[src/nx_defs.svh]
////////////////////////////////////////
// Mesh node router widths
// Stream, position and payload sizing shared by the router blocks
////////////////////////////////////////

`ifndef NX_DEFS_SVH
`define NX_DEFS_SVH

// Full message width on every stream
`define NX_STREAM_WIDTH 32

// Width of one row or column index in the mesh
`define NX_ADDR_WIDTH 4

// Payload bits left after row, column and command
// 32 = 4 + 4 + 2 + 22
`define NX_PAYLOAD_WIDTH 22

// Entries held by each inbound skid buffer
`define NX_SKID_DEPTH 2

`endif

[src/nx_pkg.sv]
////////////////////////////////////////
// Mesh node router types
// Directions, opcodes, skid occupancy and the message layout
////////////////////////////////////////

`include "nx_defs.svh"

package nx_pkg;

    // Neighbour directions, clockwise order from north
    typedef enum logic [1:0] {
        DIRX_NORTH = 2'd0,
        DIRX_EAST  = 2'd1,
        DIRX_SOUTH = 2'd2,
        DIRX_WEST  = 2'd3
    } nx_dir_t;

    // Message opcode
    // Carried through the router untouched
    typedef enum logic [1:0] {
        NX_CMD_LOAD   = 2'd0,
        NX_CMD_STORE  = 2'd1,
        NX_CMD_SIGNAL = 2'd2,
        NX_CMD_OUTPUT = 2'd3
    } nx_cmd_t;

    // Skid buffer occupancy
    typedef enum logic [1:0] {
        SKID_EMPTY = 2'd0,
        SKID_ONE   = 2'd1,
        SKID_FULL  = 2'd2
    } nx_skid_state_t;

    // Message as carried on every stream, MSB first
    // Target position sits at the top of the word
    typedef struct packed {
        logic [`NX_ADDR_WIDTH-1:0]    tgt_row;
        logic [`NX_ADDR_WIDTH-1:0]    tgt_col;
        nx_cmd_t                      command;
        logic [`NX_PAYLOAD_WIDTH-1:0] payload;
    } nx_msg_t;

endpackage : nx_pkg

[src/nx_stream_skid.sv]
////////////////////////////////////////
// Inbound stream skid buffer
// Two registered entries between a neighbour and the routing path
////////////////////////////////////////

`timescale 1ns/1ps

`include "nx_defs.svh"

module nx_stream_skid (
    input  logic            clk_i,
    input  logic            rst_i,
    // Inbound neighbour stream
    input  nx_pkg::nx_msg_t in_msg_i,
    input  logic            in_valid_i,
    output logic            in_ready_o,
    // Buffered stream towards the arbiter
    output nx_pkg::nx_msg_t out_msg_o,
    output logic            out_valid_o,
    input  logic            out_ready_i
);

    import nx_pkg::*;

    // Entry 0 always holds the oldest message
    logic [`NX_STREAM_WIDTH-1:0] mem_q [`NX_SKID_DEPTH];
    nx_skid_state_t              state_q;
    nx_skid_state_t              state_d;
    logic                        push;
    logic                        pop;

    // Room while fewer than two entries held
    assign in_ready_o  = (state_q != SKID_FULL);
    assign out_valid_o = (state_q != SKID_EMPTY);
    assign out_msg_o   = nx_msg_t'(mem_q[0]);

    assign push = in_valid_i && in_ready_o;
    assign pop  = out_valid_o && out_ready_i;

    // Occupancy FSM
    always_comb begin
        state_d = state_q;
        case (state_q)
            SKID_EMPTY: if (push) state_d = SKID_ONE;
            // Push and pop together keep one entry
            SKID_ONE: begin
                if (push && !pop) begin
                    state_d = SKID_FULL;
                end else if (pop && !push) begin
                    state_d = SKID_EMPTY;
                end
            end
            SKID_FULL: if (pop) state_d = SKID_ONE;
            default: state_d = SKID_EMPTY;
        endcase
    end

    always_ff @(posedge clk_i) begin
        if (rst_i) begin
            state_q <= SKID_EMPTY;
        end else begin
            state_q <= state_d;
        end
    end

    // Entry storage
    always_ff @(posedge clk_i) begin
        case (state_q)
            SKID_EMPTY: begin
                if (push) begin
                    mem_q[0] <= in_msg_i;
                end
            end
            SKID_ONE: begin
                // Head replaced when it leaves in the same cycle
                if (push && pop) begin
                    mem_q[0] <= in_msg_i;
                end else if (push) begin
                    mem_q[`NX_SKID_DEPTH-1] <= in_msg_i;
                end
            end
            SKID_FULL: begin
                // Second entry moves up to the head
                if (pop) begin
                    mem_q[0] <= mem_q[`NX_SKID_DEPTH-1];
                end
            end
            default: ;
        endcase
    end

endmodule : nx_stream_skid

[src/nx_stream_arbiter.sv]
////////////////////////////////////////
// Round-robin stream arbiter
// Picks one of four buffered inbound streams per transfer
////////////////////////////////////////

`timescale 1ns/1ps

module nx_stream_arbiter (
    input  logic                  clk_i,
    input  logic                  rst_i,
    // Buffered requesters, indexed by direction
    input  nx_pkg::nx_msg_t [3:0] req_msg_i,
    input  logic [3:0]            req_valid_i,
    output logic [3:0]            req_ready_o,
    // Granted stream towards the decoder
    output nx_pkg::nx_msg_t       grant_msg_o,
    output logic                  grant_valid_o,
    input  logic                  grant_ready_i
);

    import nx_pkg::*;

    // Last winner pointer, lock flag and locked requester
    logic [1:0] last_q;
    logic       lock_q;
    logic [1:0] lock_idx_q;

    logic [1:0] rr_idx;
    logic       rr_found;
    logic       use_lock;
    logic [1:0] sel_idx;
    logic       accept;

    // Search starts one past the last winner
    always_comb begin
        logic [1:0] cand;
        rr_found = 1'b0;
        rr_idx   = last_q;
        for (int k = 1; k < 5; k++) begin
            cand = last_q + 2'(k);
            if (!rr_found && req_valid_i[cand]) begin
                rr_found = 1'b1;
                rr_idx   = cand;
            end
        end
    end

    // Locked grant only counts while that buffer still offers data
    assign use_lock = lock_q && req_valid_i[lock_idx_q];
    assign sel_idx  = use_lock ? lock_idx_q : rr_idx;

    // Data path stays combinational
    assign grant_valid_o = use_lock || rr_found;
    assign grant_msg_o   = req_msg_i[sel_idx];
    assign accept        = grant_valid_o && grant_ready_i;

    // Ready back to the granted buffer alone
    always_comb begin
        req_ready_o = '0;
        if (grant_valid_o) begin
            req_ready_o[sel_idx] = grant_ready_i;
        end
    end

    // West as last winner puts north first after reset
    always_ff @(posedge clk_i) begin
        if (rst_i) begin
            last_q     <= DIRX_WEST;
            lock_q     <= 1'b0;
            lock_idx_q <= '0;
        end else if (accept) begin
            // Advance past the winner and release
            last_q <= sel_idx;
            lock_q <= 1'b0;
        end else if (grant_valid_o) begin
            // Stalled, hold this requester
            lock_q     <= 1'b1;
            lock_idx_q <= sel_idx;
        end else begin
            lock_q <= 1'b0;
        end
    end

endmodule : nx_stream_arbiter

[src/nx_msg_decoder.sv]
////////////////////////////////////////
// Message decoder
// Local delivery or row-first steering towards a neighbour
////////////////////////////////////////

`timescale 1ns/1ps

`include "nx_defs.svh"

module nx_msg_decoder (
    // Position of this node in the mesh
    input  logic [`NX_ADDR_WIDTH-1:0] node_row_i,
    input  logic [`NX_ADDR_WIDTH-1:0] node_col_i,
    // Granted message from the arbiter
    input  nx_pkg::nx_msg_t           msg_i,
    input  logic                      msg_valid_i,
    output logic                      msg_ready_o,
    // Local delivery stream
    output nx_pkg::nx_msg_t           local_msg_o,
    output logic                      local_valid_o,
    input  logic                      local_ready_i,
    // Tagged stream towards the distributor
    output nx_pkg::nx_msg_t           dist_msg_o,
    output nx_pkg::nx_dir_t           dist_dir_o,
    output logic                      dist_valid_o,
    input  logic                      dist_ready_i
);

    import nx_pkg::*;

    logic row_lt;
    logic row_gt;
    logic col_lt;
    logic col_gt;
    logic is_local;

    // Target against own position
    assign row_lt = (msg_i.tgt_row < node_row_i);
    assign row_gt = (msg_i.tgt_row > node_row_i);
    assign col_lt = (msg_i.tgt_col < node_col_i);
    assign col_gt = (msg_i.tgt_col > node_col_i);

    // Arrived when both indices match
    assign is_local = !row_lt && !row_gt && !col_lt && !col_gt;

    // Row first, then column
    // Lower rows lie north, lower columns lie west
    always_comb begin
        if (row_lt) begin
            dist_dir_o = DIRX_NORTH;
        end else if (row_gt) begin
            dist_dir_o = DIRX_SOUTH;
        end else if (col_lt) begin
            dist_dir_o = DIRX_WEST;
        end else begin
            // Also taken for local messages, valid stays low then
            dist_dir_o = DIRX_EAST;
        end
    end

    // Same message on both sides
    assign local_msg_o = msg_i;
    assign dist_msg_o  = msg_i;

    // Only one side sees valid
    assign local_valid_o = msg_valid_i && is_local;
    assign dist_valid_o  = msg_valid_i && !is_local;

    // Ready from whichever side owns this message
    assign msg_ready_o = is_local ? local_ready_i : dist_ready_i;

endmodule : nx_msg_decoder

[src/nx_stream_distributor.sv]
////////////////////////////////////////
// Stream distributor
// Tagged message out to one neighbour, deflected clockwise if absent
////////////////////////////////////////

`timescale 1ns/1ps

module nx_stream_distributor (
    input  logic            clk_i,
    input  logic            rst_i,
    // Tagged inbound stream
    input  nx_pkg::nx_msg_t dist_data_i,
    input  nx_pkg::nx_dir_t dist_dir_i,
    input  logic            dist_valid_i,
    output logic            dist_ready_o,
    // North
    output nx_pkg::nx_msg_t north_data_o,
    output logic            north_valid_o,
    input  logic            north_ready_i,
    input  logic            north_present_i,
    // East
    output nx_pkg::nx_msg_t east_data_o,
    output logic            east_valid_o,
    input  logic            east_ready_i,
    input  logic            east_present_i,
    // South
    output nx_pkg::nx_msg_t south_data_o,
    output logic            south_valid_o,
    input  logic            south_ready_i,
    input  logic            south_present_i,
    // West
    output nx_pkg::nx_msg_t west_data_o,
    output logic            west_valid_o,
    input  logic            west_ready_i,
    input  logic            west_present_i
);

    import nx_pkg::*;

    // Neighbour levels gathered, bit index is the direction
    logic [3:0] present_vec;
    logic [3:0] ready_vec;
    logic [3:0] valid_vec;
    nx_dir_t    pick_dir;
    nx_dir_t    route_dir;
    // Chosen port pinned while a message waits
    logic       lock_q;
    nx_dir_t    lock_dir_q;

    assign present_vec = {west_present_i, south_present_i, east_present_i, north_present_i};
    assign ready_vec   = {west_ready_i, south_ready_i, east_ready_i, north_ready_i};

    // Requested port, or the next one clockwise when absent
    assign pick_dir = present_vec[dist_dir_i] ? dist_dir_i : nx_dir_t'(dist_dir_i + 2'd1);

    // A presence change must not move a pending valid
    assign route_dir = lock_q ? lock_dir_q : pick_dir;

    always_comb begin
        valid_vec            = '0;
        valid_vec[route_dir] = dist_valid_i;
    end

    // Data fans out, only the chosen valid rises
    assign north_data_o  = dist_data_i;
    assign east_data_o   = dist_data_i;
    assign south_data_o  = dist_data_i;
    assign west_data_o   = dist_data_i;
    assign north_valid_o = valid_vec[DIRX_NORTH];
    assign east_valid_o  = valid_vec[DIRX_EAST];
    assign south_valid_o = valid_vec[DIRX_SOUTH];
    assign west_valid_o  = valid_vec[DIRX_WEST];

    assign dist_ready_o = ready_vec[route_dir];

    always_ff @(posedge clk_i) begin
        if (rst_i) begin
            lock_q     <= 1'b0;
            lock_dir_q <= DIRX_NORTH;
        end else if (dist_valid_i && !dist_ready_o) begin
            lock_q     <= 1'b1;
            lock_dir_q <= route_dir;
        end else begin
            // Released on transfer or when idle
            lock_q <= 1'b0;
        end
    end

endmodule : nx_stream_distributor

[src/nx_node_router.sv]
////////////////////////////////////////
// Mesh node router
// Skid buffers, arbiter, decoder and distributor for one node
////////////////////////////////////////

`timescale 1ns/1ps

`include "nx_defs.svh"

module nx_node_router (
    input  logic                      clk_i,
    input  logic                      rst_i,
    // Own mesh position
    input  logic [`NX_ADDR_WIDTH-1:0] node_row_i,
    input  logic [`NX_ADDR_WIDTH-1:0] node_col_i,
    // North
    input  nx_pkg::nx_msg_t           north_in_msg_i,
    input  logic                      north_in_valid_i,
    output logic                      north_in_ready_o,
    output nx_pkg::nx_msg_t           north_out_msg_o,
    output logic                      north_out_valid_o,
    input  logic                      north_out_ready_i,
    input  logic                      north_out_present_i,
    // East
    input  nx_pkg::nx_msg_t           east_in_msg_i,
    input  logic                      east_in_valid_i,
    output logic                      east_in_ready_o,
    output nx_pkg::nx_msg_t           east_out_msg_o,
    output logic                      east_out_valid_o,
    input  logic                      east_out_ready_i,
    input  logic                      east_out_present_i,
    // South
    input  nx_pkg::nx_msg_t           south_in_msg_i,
    input  logic                      south_in_valid_i,
    output logic                      south_in_ready_o,
    output nx_pkg::nx_msg_t           south_out_msg_o,
    output logic                      south_out_valid_o,
    input  logic                      south_out_ready_i,
    input  logic                      south_out_present_i,
    // West
    input  nx_pkg::nx_msg_t           west_in_msg_i,
    input  logic                      west_in_valid_i,
    output logic                      west_in_ready_o,
    output nx_pkg::nx_msg_t           west_out_msg_o,
    output logic                      west_out_valid_o,
    input  logic                      west_out_ready_i,
    input  logic                      west_out_present_i,
    // Local delivery
    output nx_pkg::nx_msg_t           local_msg_o,
    output logic                      local_valid_o,
    input  logic                      local_ready_i
);

    import nx_pkg::*;

    // Buffered inbound streams, indexed by direction
    nx_msg_t [3:0] skid_msg;
    logic [3:0]    skid_valid;
    logic [3:0]    skid_ready;

    // Single granted stream
    nx_msg_t grant_msg;
    logic    grant_valid;
    logic    grant_ready;

    // Decoder to distributor
    nx_msg_t dist_msg;
    nx_dir_t dist_dir;
    logic    dist_valid;
    logic    dist_ready;

    // One skid buffer per neighbour
    nx_stream_skid u_skid_north (
        .clk_i, .rst_i,
        .in_msg_i   (north_in_msg_i),   .in_valid_i (north_in_valid_i),
        .in_ready_o (north_in_ready_o), .out_msg_o  (skid_msg[DIRX_NORTH]),
        .out_valid_o(skid_valid[DIRX_NORTH]), .out_ready_i(skid_ready[DIRX_NORTH])
    );
    nx_stream_skid u_skid_east (
        .clk_i, .rst_i,
        .in_msg_i   (east_in_msg_i),   .in_valid_i (east_in_valid_i),
        .in_ready_o (east_in_ready_o), .out_msg_o  (skid_msg[DIRX_EAST]),
        .out_valid_o(skid_valid[DIRX_EAST]), .out_ready_i(skid_ready[DIRX_EAST])
    );
    nx_stream_skid u_skid_south (
        .clk_i, .rst_i,
        .in_msg_i   (south_in_msg_i),   .in_valid_i (south_in_valid_i),
        .in_ready_o (south_in_ready_o), .out_msg_o  (skid_msg[DIRX_SOUTH]),
        .out_valid_o(skid_valid[DIRX_SOUTH]), .out_ready_i(skid_ready[DIRX_SOUTH])
    );
    nx_stream_skid u_skid_west (
        .clk_i, .rst_i,
        .in_msg_i   (west_in_msg_i),   .in_valid_i (west_in_valid_i),
        .in_ready_o (west_in_ready_o), .out_msg_o  (skid_msg[DIRX_WEST]),
        .out_valid_o(skid_valid[DIRX_WEST]), .out_ready_i(skid_ready[DIRX_WEST])
    );

    // One inbound stream routed per cycle
    nx_stream_arbiter u_arbiter (
        .clk_i, .rst_i,
        .req_msg_i  (skid_msg),  .req_valid_i  (skid_valid), .req_ready_o  (skid_ready),
        .grant_msg_o(grant_msg), .grant_valid_o(grant_valid), .grant_ready_i(grant_ready)
    );

    nx_msg_decoder u_decoder (
        .node_row_i, .node_col_i,
        .msg_i       (grant_msg), .msg_valid_i(grant_valid), .msg_ready_o(grant_ready),
        .local_msg_o, .local_valid_o, .local_ready_i,
        .dist_msg_o  (dist_msg),  .dist_dir_o (dist_dir),
        .dist_valid_o(dist_valid), .dist_ready_i(dist_ready)
    );

    // Neighbour presence feeds only the distributor
    nx_stream_distributor u_distributor (
        .clk_i, .rst_i,
        .dist_data_i    (dist_msg),   .dist_dir_i     (dist_dir),
        .dist_valid_i   (dist_valid), .dist_ready_o   (dist_ready),
        .north_data_o   (north_out_msg_o),   .north_valid_o  (north_out_valid_o),
        .north_ready_i  (north_out_ready_i), .north_present_i(north_out_present_i),
        .east_data_o    (east_out_msg_o),    .east_valid_o   (east_out_valid_o),
        .east_ready_i   (east_out_ready_i),  .east_present_i (east_out_present_i),
        .south_data_o   (south_out_msg_o),   .south_valid_o  (south_out_valid_o),
        .south_ready_i  (south_out_ready_i), .south_present_i(south_out_present_i),
        .west_data_o    (west_out_msg_o),    .west_valid_o   (west_out_valid_o),
        .west_ready_i   (west_out_ready_i),  .west_present_i (west_out_present_i)
    );

endmodule : nx_node_router

[config.mk]
export PLATFORM = sky130hd
export DESIGN_NAME = nx_node_router
export DESIGN_NICKNAME = d
export VERILOG_FILES = /design/src/nx_pkg.sv /design/src/nx_stream_skid.sv /design/src/nx_stream_arbiter.sv /design/src/nx_msg_decoder.sv /design/src/nx_stream_distributor.sv /design/src/nx_node_router.sv
export VERILOG_INCLUDE_DIRS = /design/src
export SDC_FILE = /design/constraint.sdc
export NUM_CORES = 1
export LEC_CHECK = 0
export BUFFER_PORTS_ARGS = -buffer_cell sky130_fd_sc_hd__buf_2
export CAP_MARGIN = 20
export CORE_UTILIZATION = 54
export DETAILED_ROUTE_END_ITERATION = 16
export PLACE_DENSITY = 0.86
export SKIP_LAST_GASP = 1
export SYNTH_ARGS = -nofsm -noshare
export SYNTH_HDL_FRONTEND = slang
export SYNTH_SLANG_ARGS = --single-unit
[constraint.sdc]
create_clock -name clk_i -period 8.15 [get_ports clk_i]
set_input_delay 0.815 -clock clk_i [delete_from_list [all_inputs] [get_ports clk_i]]
set_output_delay 0.815 -clock clk_i [all_outputs]
set_load 0.01 [all_outputs]
# Word-level counts from Yosys, hierarchy flattened
# Memories as Yosys holds them, arrays and structs flattened.
# Index checks and enable logic that the tools add are counted.
[totals]
input_bits = 151
ramBits = 256
output_inout_bits = 169
wordCells = 261
memories = 4
register_bits = 16
[classes]
reduce_logical = 69
eq_ne = 24
muxes = 126
bitwise_logic = 11
add_sub_neg = 4
n_lt_le_gt_ge = 14
[memory_table]
columns = ["memory", "words", "width", "rd", "rd_ports_with_merged_regs", "wr", "line", "source"]
rows = [
  ["u_skid_east.mem_q", 2, 32, 2, 0, 1, "nx_stream_skid.sv:26", "logic [`NX_STREAM_WIDTH-1:0] mem_q [`NX_SKID_DEPTH];"],
  ["u_skid_north.mem_q", 2, 32, 2, 0, 1, "nx_stream_skid.sv:26", ""],
  ["u_skid_south.mem_q", 2, 32, 2, 0, 1, "nx_stream_skid.sv:26", ""],
  ["u_skid_west.mem_q", 2, 32, 2, 0, 1, "nx_stream_skid.sv:26", ""],
]
[op_table]
columns = ["op", "count"]
rows = [
  ["$mux 32", 13],
  ["$reduce_or 32->1", 4],
  ["$mux 1", 72],
  ["$bmux 32 s2", 1],
  ["$mux 2", 26],
  ["$logic_and 1x1->1", 33],
  ["$lt 2x3->1 const B", 8],
  ["$pmux 2 s3", 4],
  ["$logic_not 1->1", 17],
  ["$ne 2x1->1 const B", 8],
  ["$bmux 1 s2", 7],
  ["$ne 3x1->1 const B", 4],
  ["$reduce_and 3->1", 4],
  ["$and 4x4->4", 2],
  ["$eq 2x1->1 const B", 4],
  ["$eq 2x2->1 const B", 4],
  ["$gt 4x4->1", 2],
  ["$logic_not 2->1", 4],
  ["$lt 4x4->1", 2],
  ["$ne 2x2->1 const B", 4],
  ["$or 1x1->1", 8],
  ["$reduce_bool 2->1", 4],
  ["$add 2x1->2 const B", 2],
  ["$add 2x2->2 const B", 2],
  ["7 further kinds", 9],
]

# Depth between registers and ports, before layout
[depth]
ltp_word = 37
mapped_depth = 22
depth_no_buf = 18

# By module
# Synthesis repeated with hierarchy kept, for this count alone.
[hier_totals]
cells_unflattened = 978
hier_area_um2 = 14014.7
[modules_own_cells]
columns = ["mod", "instances", "area_per_inst_um2", "seq_area_each_um2", "cells_per_inst"]
rows = [
  ["nx_stream_skid (u_skid_east ...)", 3, 2581.2, 1961.9, 117],
  ["nx_stream_skid (u_skid_west)", 1, 2620.0, 1961.9, 123],
  ["nx_stream_arbiter", 1, 1645.3, 100.1, 244],
  ["nx_stream_distributor", 1, 1241.2, 60.1, 163],
  ["nx_msg_decoder", 1, 764.5, 0.0, 97],
]

# Worst setup path before layout
# OpenSTA, ideal clock, no wires.
[synth_timing]
path_kind = "register to register"
startpoint = "register u_skid_east.state_q[1]"
endpoint = "memory u_skid_north.mem_q[0][0] in the netlist's numbering, enable pin"
setup_slack_ns = 1.793
arrival_ns = 5.964
path_buffers = 3
t_required_ns = 7.757
stages_incl_launch_ff = 21
synth_period_minus_slack_ns = 6.357
path_cell_list = "dfxtp_1 > nor2_1 > a2bb2oi_1 > mux2i_1 > a21oi_1 > o21a_1 > buf_1 > clkbuf_1 > clkbuf_1 > nand2_1 > a31oi_1 > ha_1 > a21o_1 > or3_1 > a221oi_2 > o21ai_1 > or3b_4 > a311oi_4 > nor2_1 > nor3_1 > maj3_1"
[synth_rtl]
columns = ["item", "line", "source"]
rows = [
  ["from (decl)", "nx_stream_skid.sv:27", "nx_skid_state_t state_q;"],
  ["from (signal assigned)", "nx_stream_skid.sv:62", "state_q <= state_d;"],
  ["to (decl)", "nx_stream_skid.sv:26", ""],
]

# Worst setup path in the final report
[layout_timing]
startpoint = "register u_skid_west.state_q[1]"
endpoint = "memory u_skid_east.mem_q[0][9] in the netlist's numbering, enable pin"
[layout_via]
elab_chain_len = 37
word_cells_on_any_way = 75
cone_classes = "add/sub: 1; order compare: 6; mux: 45; bitwise: 3; reduce/logical: 20"
[layout_rtl]
columns = ["item", "line", "source"]
rows = [
  ["from (decl)", "nx_stream_skid.sv:27", ""],
  ["from (signal assigned)", "nx_stream_skid.sv:62", ""],
  ["$reduce_bool 2->1 (*)", "nx_stream_skid.sv:34", "assign out_valid_o = (state_q != SKID_EMPTY);"],
  ["$bmux 1 s2", "nx_stream_arbiter.sv:41", "if (!rr_found && req_valid_i[cand]) begin"],
  ["$mux 1 (not written as such)", "nx_stream_arbiter.sv:41", ""],
  ["$mux 1", "nx_stream_arbiter.sv:41", ""],
  ["$logic_not 1->1", "nx_stream_arbiter.sv:41", ""],
  ["$logic_and 1x1->1", "nx_stream_arbiter.sv:41", ""],
  ["$mux 1", "nx_stream_arbiter.sv:41", ""],
  ["$logic_not 1->1", "nx_stream_arbiter.sv:41", ""],
  ["(+15 left out)", "-", ""],
  ["$mux 2", "nx_stream_distributor.sv:57", "assign route_dir = lock_q ? lock_dir_q : pick_dir;"],
  ["$bmux 1 s2", "nx_stream_distributor.sv:74", "assign dist_ready_o = ready_vec[route_dir];"],
  ["$mux 1 (not written as such)", "nx_stream_distributor.sv:74", ""],
  ["$mux 1", "nx_msg_decoder.sv:70", "assign msg_ready_o = is_local ? local_ready_i : dist_ready_i;"],
  ["$and 4x4->4 (no source line)", "-", ""],
  ["$mux 4 (*)", "nx_stream_arbiter.sv:60", "if (grant_valid_o) begin"],
  ["$logic_and 1x1->1 (*)", "nx_stream_skid.sv:38", "assign pop = out_valid_o && out_ready_i;"],
  ["branches (longest 7 deep; another with $reduce_or 32->1)", "-", ""],
  ["to (decl)", "nx_stream_skid.sv:26", ""],
]
# Mark *: on every way between the ends. The select of a mux whose other input is x is not followed.

==> results.py <==
metrics = {
    "yosys": {
        "ys_async_sr_fraction_pct": 0,
        "syn_nets": 1068,
        "yosysTopAreaCell": "edfxtp_1",
        "synth_top_area_share_pct": 60.2,
        "ys_types": 55,
        "synth_area_per_cell_sq_um": 14.1,
        "ys.flop_type": "edfxtp_1",
        "syn_area_sq_um": 12800,
        "synth_area_leaders": "edfxtp_1 60%, mux2_1 10%, buf_4 7.8%",
        "synth_seq_cells": 272,
        "yosysWarningCount": 0,
        "synth_cells": 909,
        "synth_edf_count": 256,
        "synth_seq_area_share_pct": 62.7,
    },
    "critical_path": {
        "endpoint": "u_skid_east.mem_q[0][9]",
        "worstPathArrival_ns": 6.91,
        "startpoint_type": "flop",
        "r2r_start": "u_skid_west.state_q[1]",
        "startpoint": "u_skid_west.state_q[1]",
        "crit_fanout": 34,
        "reg2reg_slack_ns": 1.39,
        "worstSetupPathType": "flop to flop",
        "required_ns": 8.30,
        "reg2reg_depth": 17,
        "worstSetupEndpointType": "flop",
        "reg2reg_to": "u_skid_east.mem_q[0][9]",
    },
    "final_layout": {
        "nNetsFinal": 1263,
        "synthToLayoutAreaGrowth_pct": 14.4,
        "drive_gt1_share_pct": 36.3,
        "register_area_sq_um": 8010,
        "nFillCells": 1716,
        "instances_no_fill": 1443,
        "multiInputGateArea_sq_um": 3510,
        "final_area_sq_um": 14600,
    },
    "global_route": {
        "grt_pass1_wl_um": 43900,
        "antenna_found_initial": 4,
        "grt_usage_pct": 24.3,
        "grt.overflow.total": 0,
        "grt_start_max_net_pins": 35,
        "grt_pass1_vias": 7863,
    },
    "floorplan": {
        "die_h_um": 156,
        "fp-row-count": 55,
        "die_w_um": 156,
        "initial_core_util_pct": 55.8,
        "num_io_pins": 320,
        "design.die.area_sq_um": 24300,
        "design.core.area_sq_um": 22900,
    },
    "route": {
        "drt_first_iter_violations": 604,
        "ant_nets": 0,
        "drc": 0,
        "vias": 7985,
        "drt_wl_total_um": 29900,
        "drtPass1Iterations": 6,
        "wl_per_cell_um": 20.7,
        "drt-vias-per-instance": 5.53,
    },
    "run": {
        "drv_cap": 0,
    },
    "min_path": {
        "holdCritStartpoint": "south_in_msg_i[31]",
        "hp-class": "primary input to flop",
    },
    "sta": {
        "rsz0062_at_grt": "no",
        "whs_ns": 0.459,
        "fin_worst_skew_ns": 0.0219,
        "max_slew_margin_pct": 36.3,
        "fmax_mhz": 148,
        "period_needed_ns": 6.76,
        "period_share_pct": 82.9,
        "worst_slew_pin_slew_ns": 0.950,
        "finalMaxSlewViolations": 0,
        "hold_viol_final": 0,
        "fin_tns_setup_ns": 0,
        "setup-violations-final": 0,
    },
    "clock_network": {
        "cts_resized": 0,
        "cts_sinks": 272,
        "cts_buffers": 28,
        "cts-root-buf": "clkbuf_16",
        "path_clk_slew_ns": 0.06,
        "hold_buffers": 0,
        "clk_path_buf_depth": 3,
        "cts_setup_buffers": 0,
        "cts_max_level": 1,
        "clk_latency_ns": 0.54,
        "cts_tree": "done",
    },
    "placed_design": {
        "dp.cells": 1387,
        "port_buffers": 319,
        "placed_cell_area_sq_um": 13700,
        "place_hpwl_um": 21800,
        "gp_congestion": 0.896,
    },
    "run_status": {
        "status": "finished, final reports clean",
    },
}
==> through the flow <==
stage / utilization (%) / worst slack (ns)
after global routing: 63.8 / 0.815
final: 63.8 / 1.39
after global placement: 59.7 / 1.62
after floorplan: - / 1.79
after detailed placement: 59.7 / 1.38
after CTS: 63.8 / 1.32
==> worst min path at each step <==
stage	end	cells past startpoint
final	u_skid_south.mem_q[1][31]	1
after global routing	u_skid_south.mem_q[1][11]	1
after CTS	u_skid_south.mem_q[1][23]	1
after detailed placement	u_skid_east.state_q[1]	2
after global placement	u_distributor.lock_dir_q[0]	2
after floorplan	u_distributor.lock_dir_q[0]	2
==> worst max-delay path, cell delays in order (launching register included) <==
cell and delay, ns:
dfxtp_1 0.34, nor2_1 0.37, o2bb2ai_1 0.13, mux2i_1 0.19, a21oi_1 0.11, o21ai_4 0.69
buf_4 0.41, a211oi_1 0.13, a31oi_1 0.48, ha_1 0.38, nor2b_1 0.19, or3_1 0.33
a221oi_2 0.23, o21ai_1 0.17, or3b_4 0.45, a311oi_4 0.45, o211a_2 0.57, a21o_2 0.71
==> cell usage in the layout (no fill, tap or decap), types with 14 or more instances in the layout <==
master and count:
clkbuf_16 29, buf_2 319, a211oi_1 34, and2_1 29, nand2_1 81, dfxtp_1 16
mux2_1 114, nor2_1 16, a31oi_1 34, mux2_2 20, edfxtp_1 256, buf_4 14
inv_1 18
==> sequential cells by signal, summed over array words and instances (netlist names), 64 cells and up <==
name	flops
u_skid_north.mem_q	64
u_skid_south.mem_q	64
u_skid_west.mem_q	64
u_skid_east.mem_q	64
==> per-layer routing <==
| layer | vias up | wire length (um) | part of all wire, % | GRT usage, % |
|---|---|---|---|---|
| li1 | 3651 | - | - | - |
| met1 | 3838 | 11600 | 39 | 29.6 |
| met2 | 420 | 14800 | 50 | 42.5 |
| met3 | 76 | 2150 | 7.2 | 3.39 |
| met4 | 0 | 1360 | 4.6 | 12.2 |
| met5 | - | 0 | 0 | 0 |
==> area by class of cell <==
class / instances / area share [%]
Clock inverter: 19 / 1.34
Clock buffer: 33 / 5.07
Tap cell: 313 / 2.68
Multi-Input combinational cell: 451 / 24.0
Antenna cell: 4 / 0.0685
Inverter: 18 / 0.462
Sequential cell: 272 / 54.8
Timing Repair Buffer: 333 / 11.6
==> cell families after synthesis <==
logic type | count (synthesis) | share of synthesized area, %
flip-flops | 272 | 62.7
multiplexers | 147 | 12.8
AO/OA/AOI/OAI | 117 | 6.71
buffers and inverters | 186 | 10.0
adder cells (fa/ha/maj) | 10 | 0.940
AND/OR/NAND/NOR | 177 | 6.82
==> cells in the mapped netlist, types with 4 or more instances <==
cell	n
nand2b_1	4
nor2_1	16
a211oi_1	34
and2_1	29
buf_4	132
a21oi_1	12
nor3_1	9
and2_0	5
dfxtp_1	16
nand2_1	81
mux2_2	20
o21ai_0	7
edfxtp_1	256
and3_1	4
clkbuf_1	19
mux2i_1	13
o211a_1	4
buf_6	12
buf_1	5
inv_1	18
nor2b_1	12
mux2_1	114
a31oi_1	34
ha_1	8
Power is not shown: default switching activity piles up to over one toggle a cycle in this logic, so the estimate is an artifact.
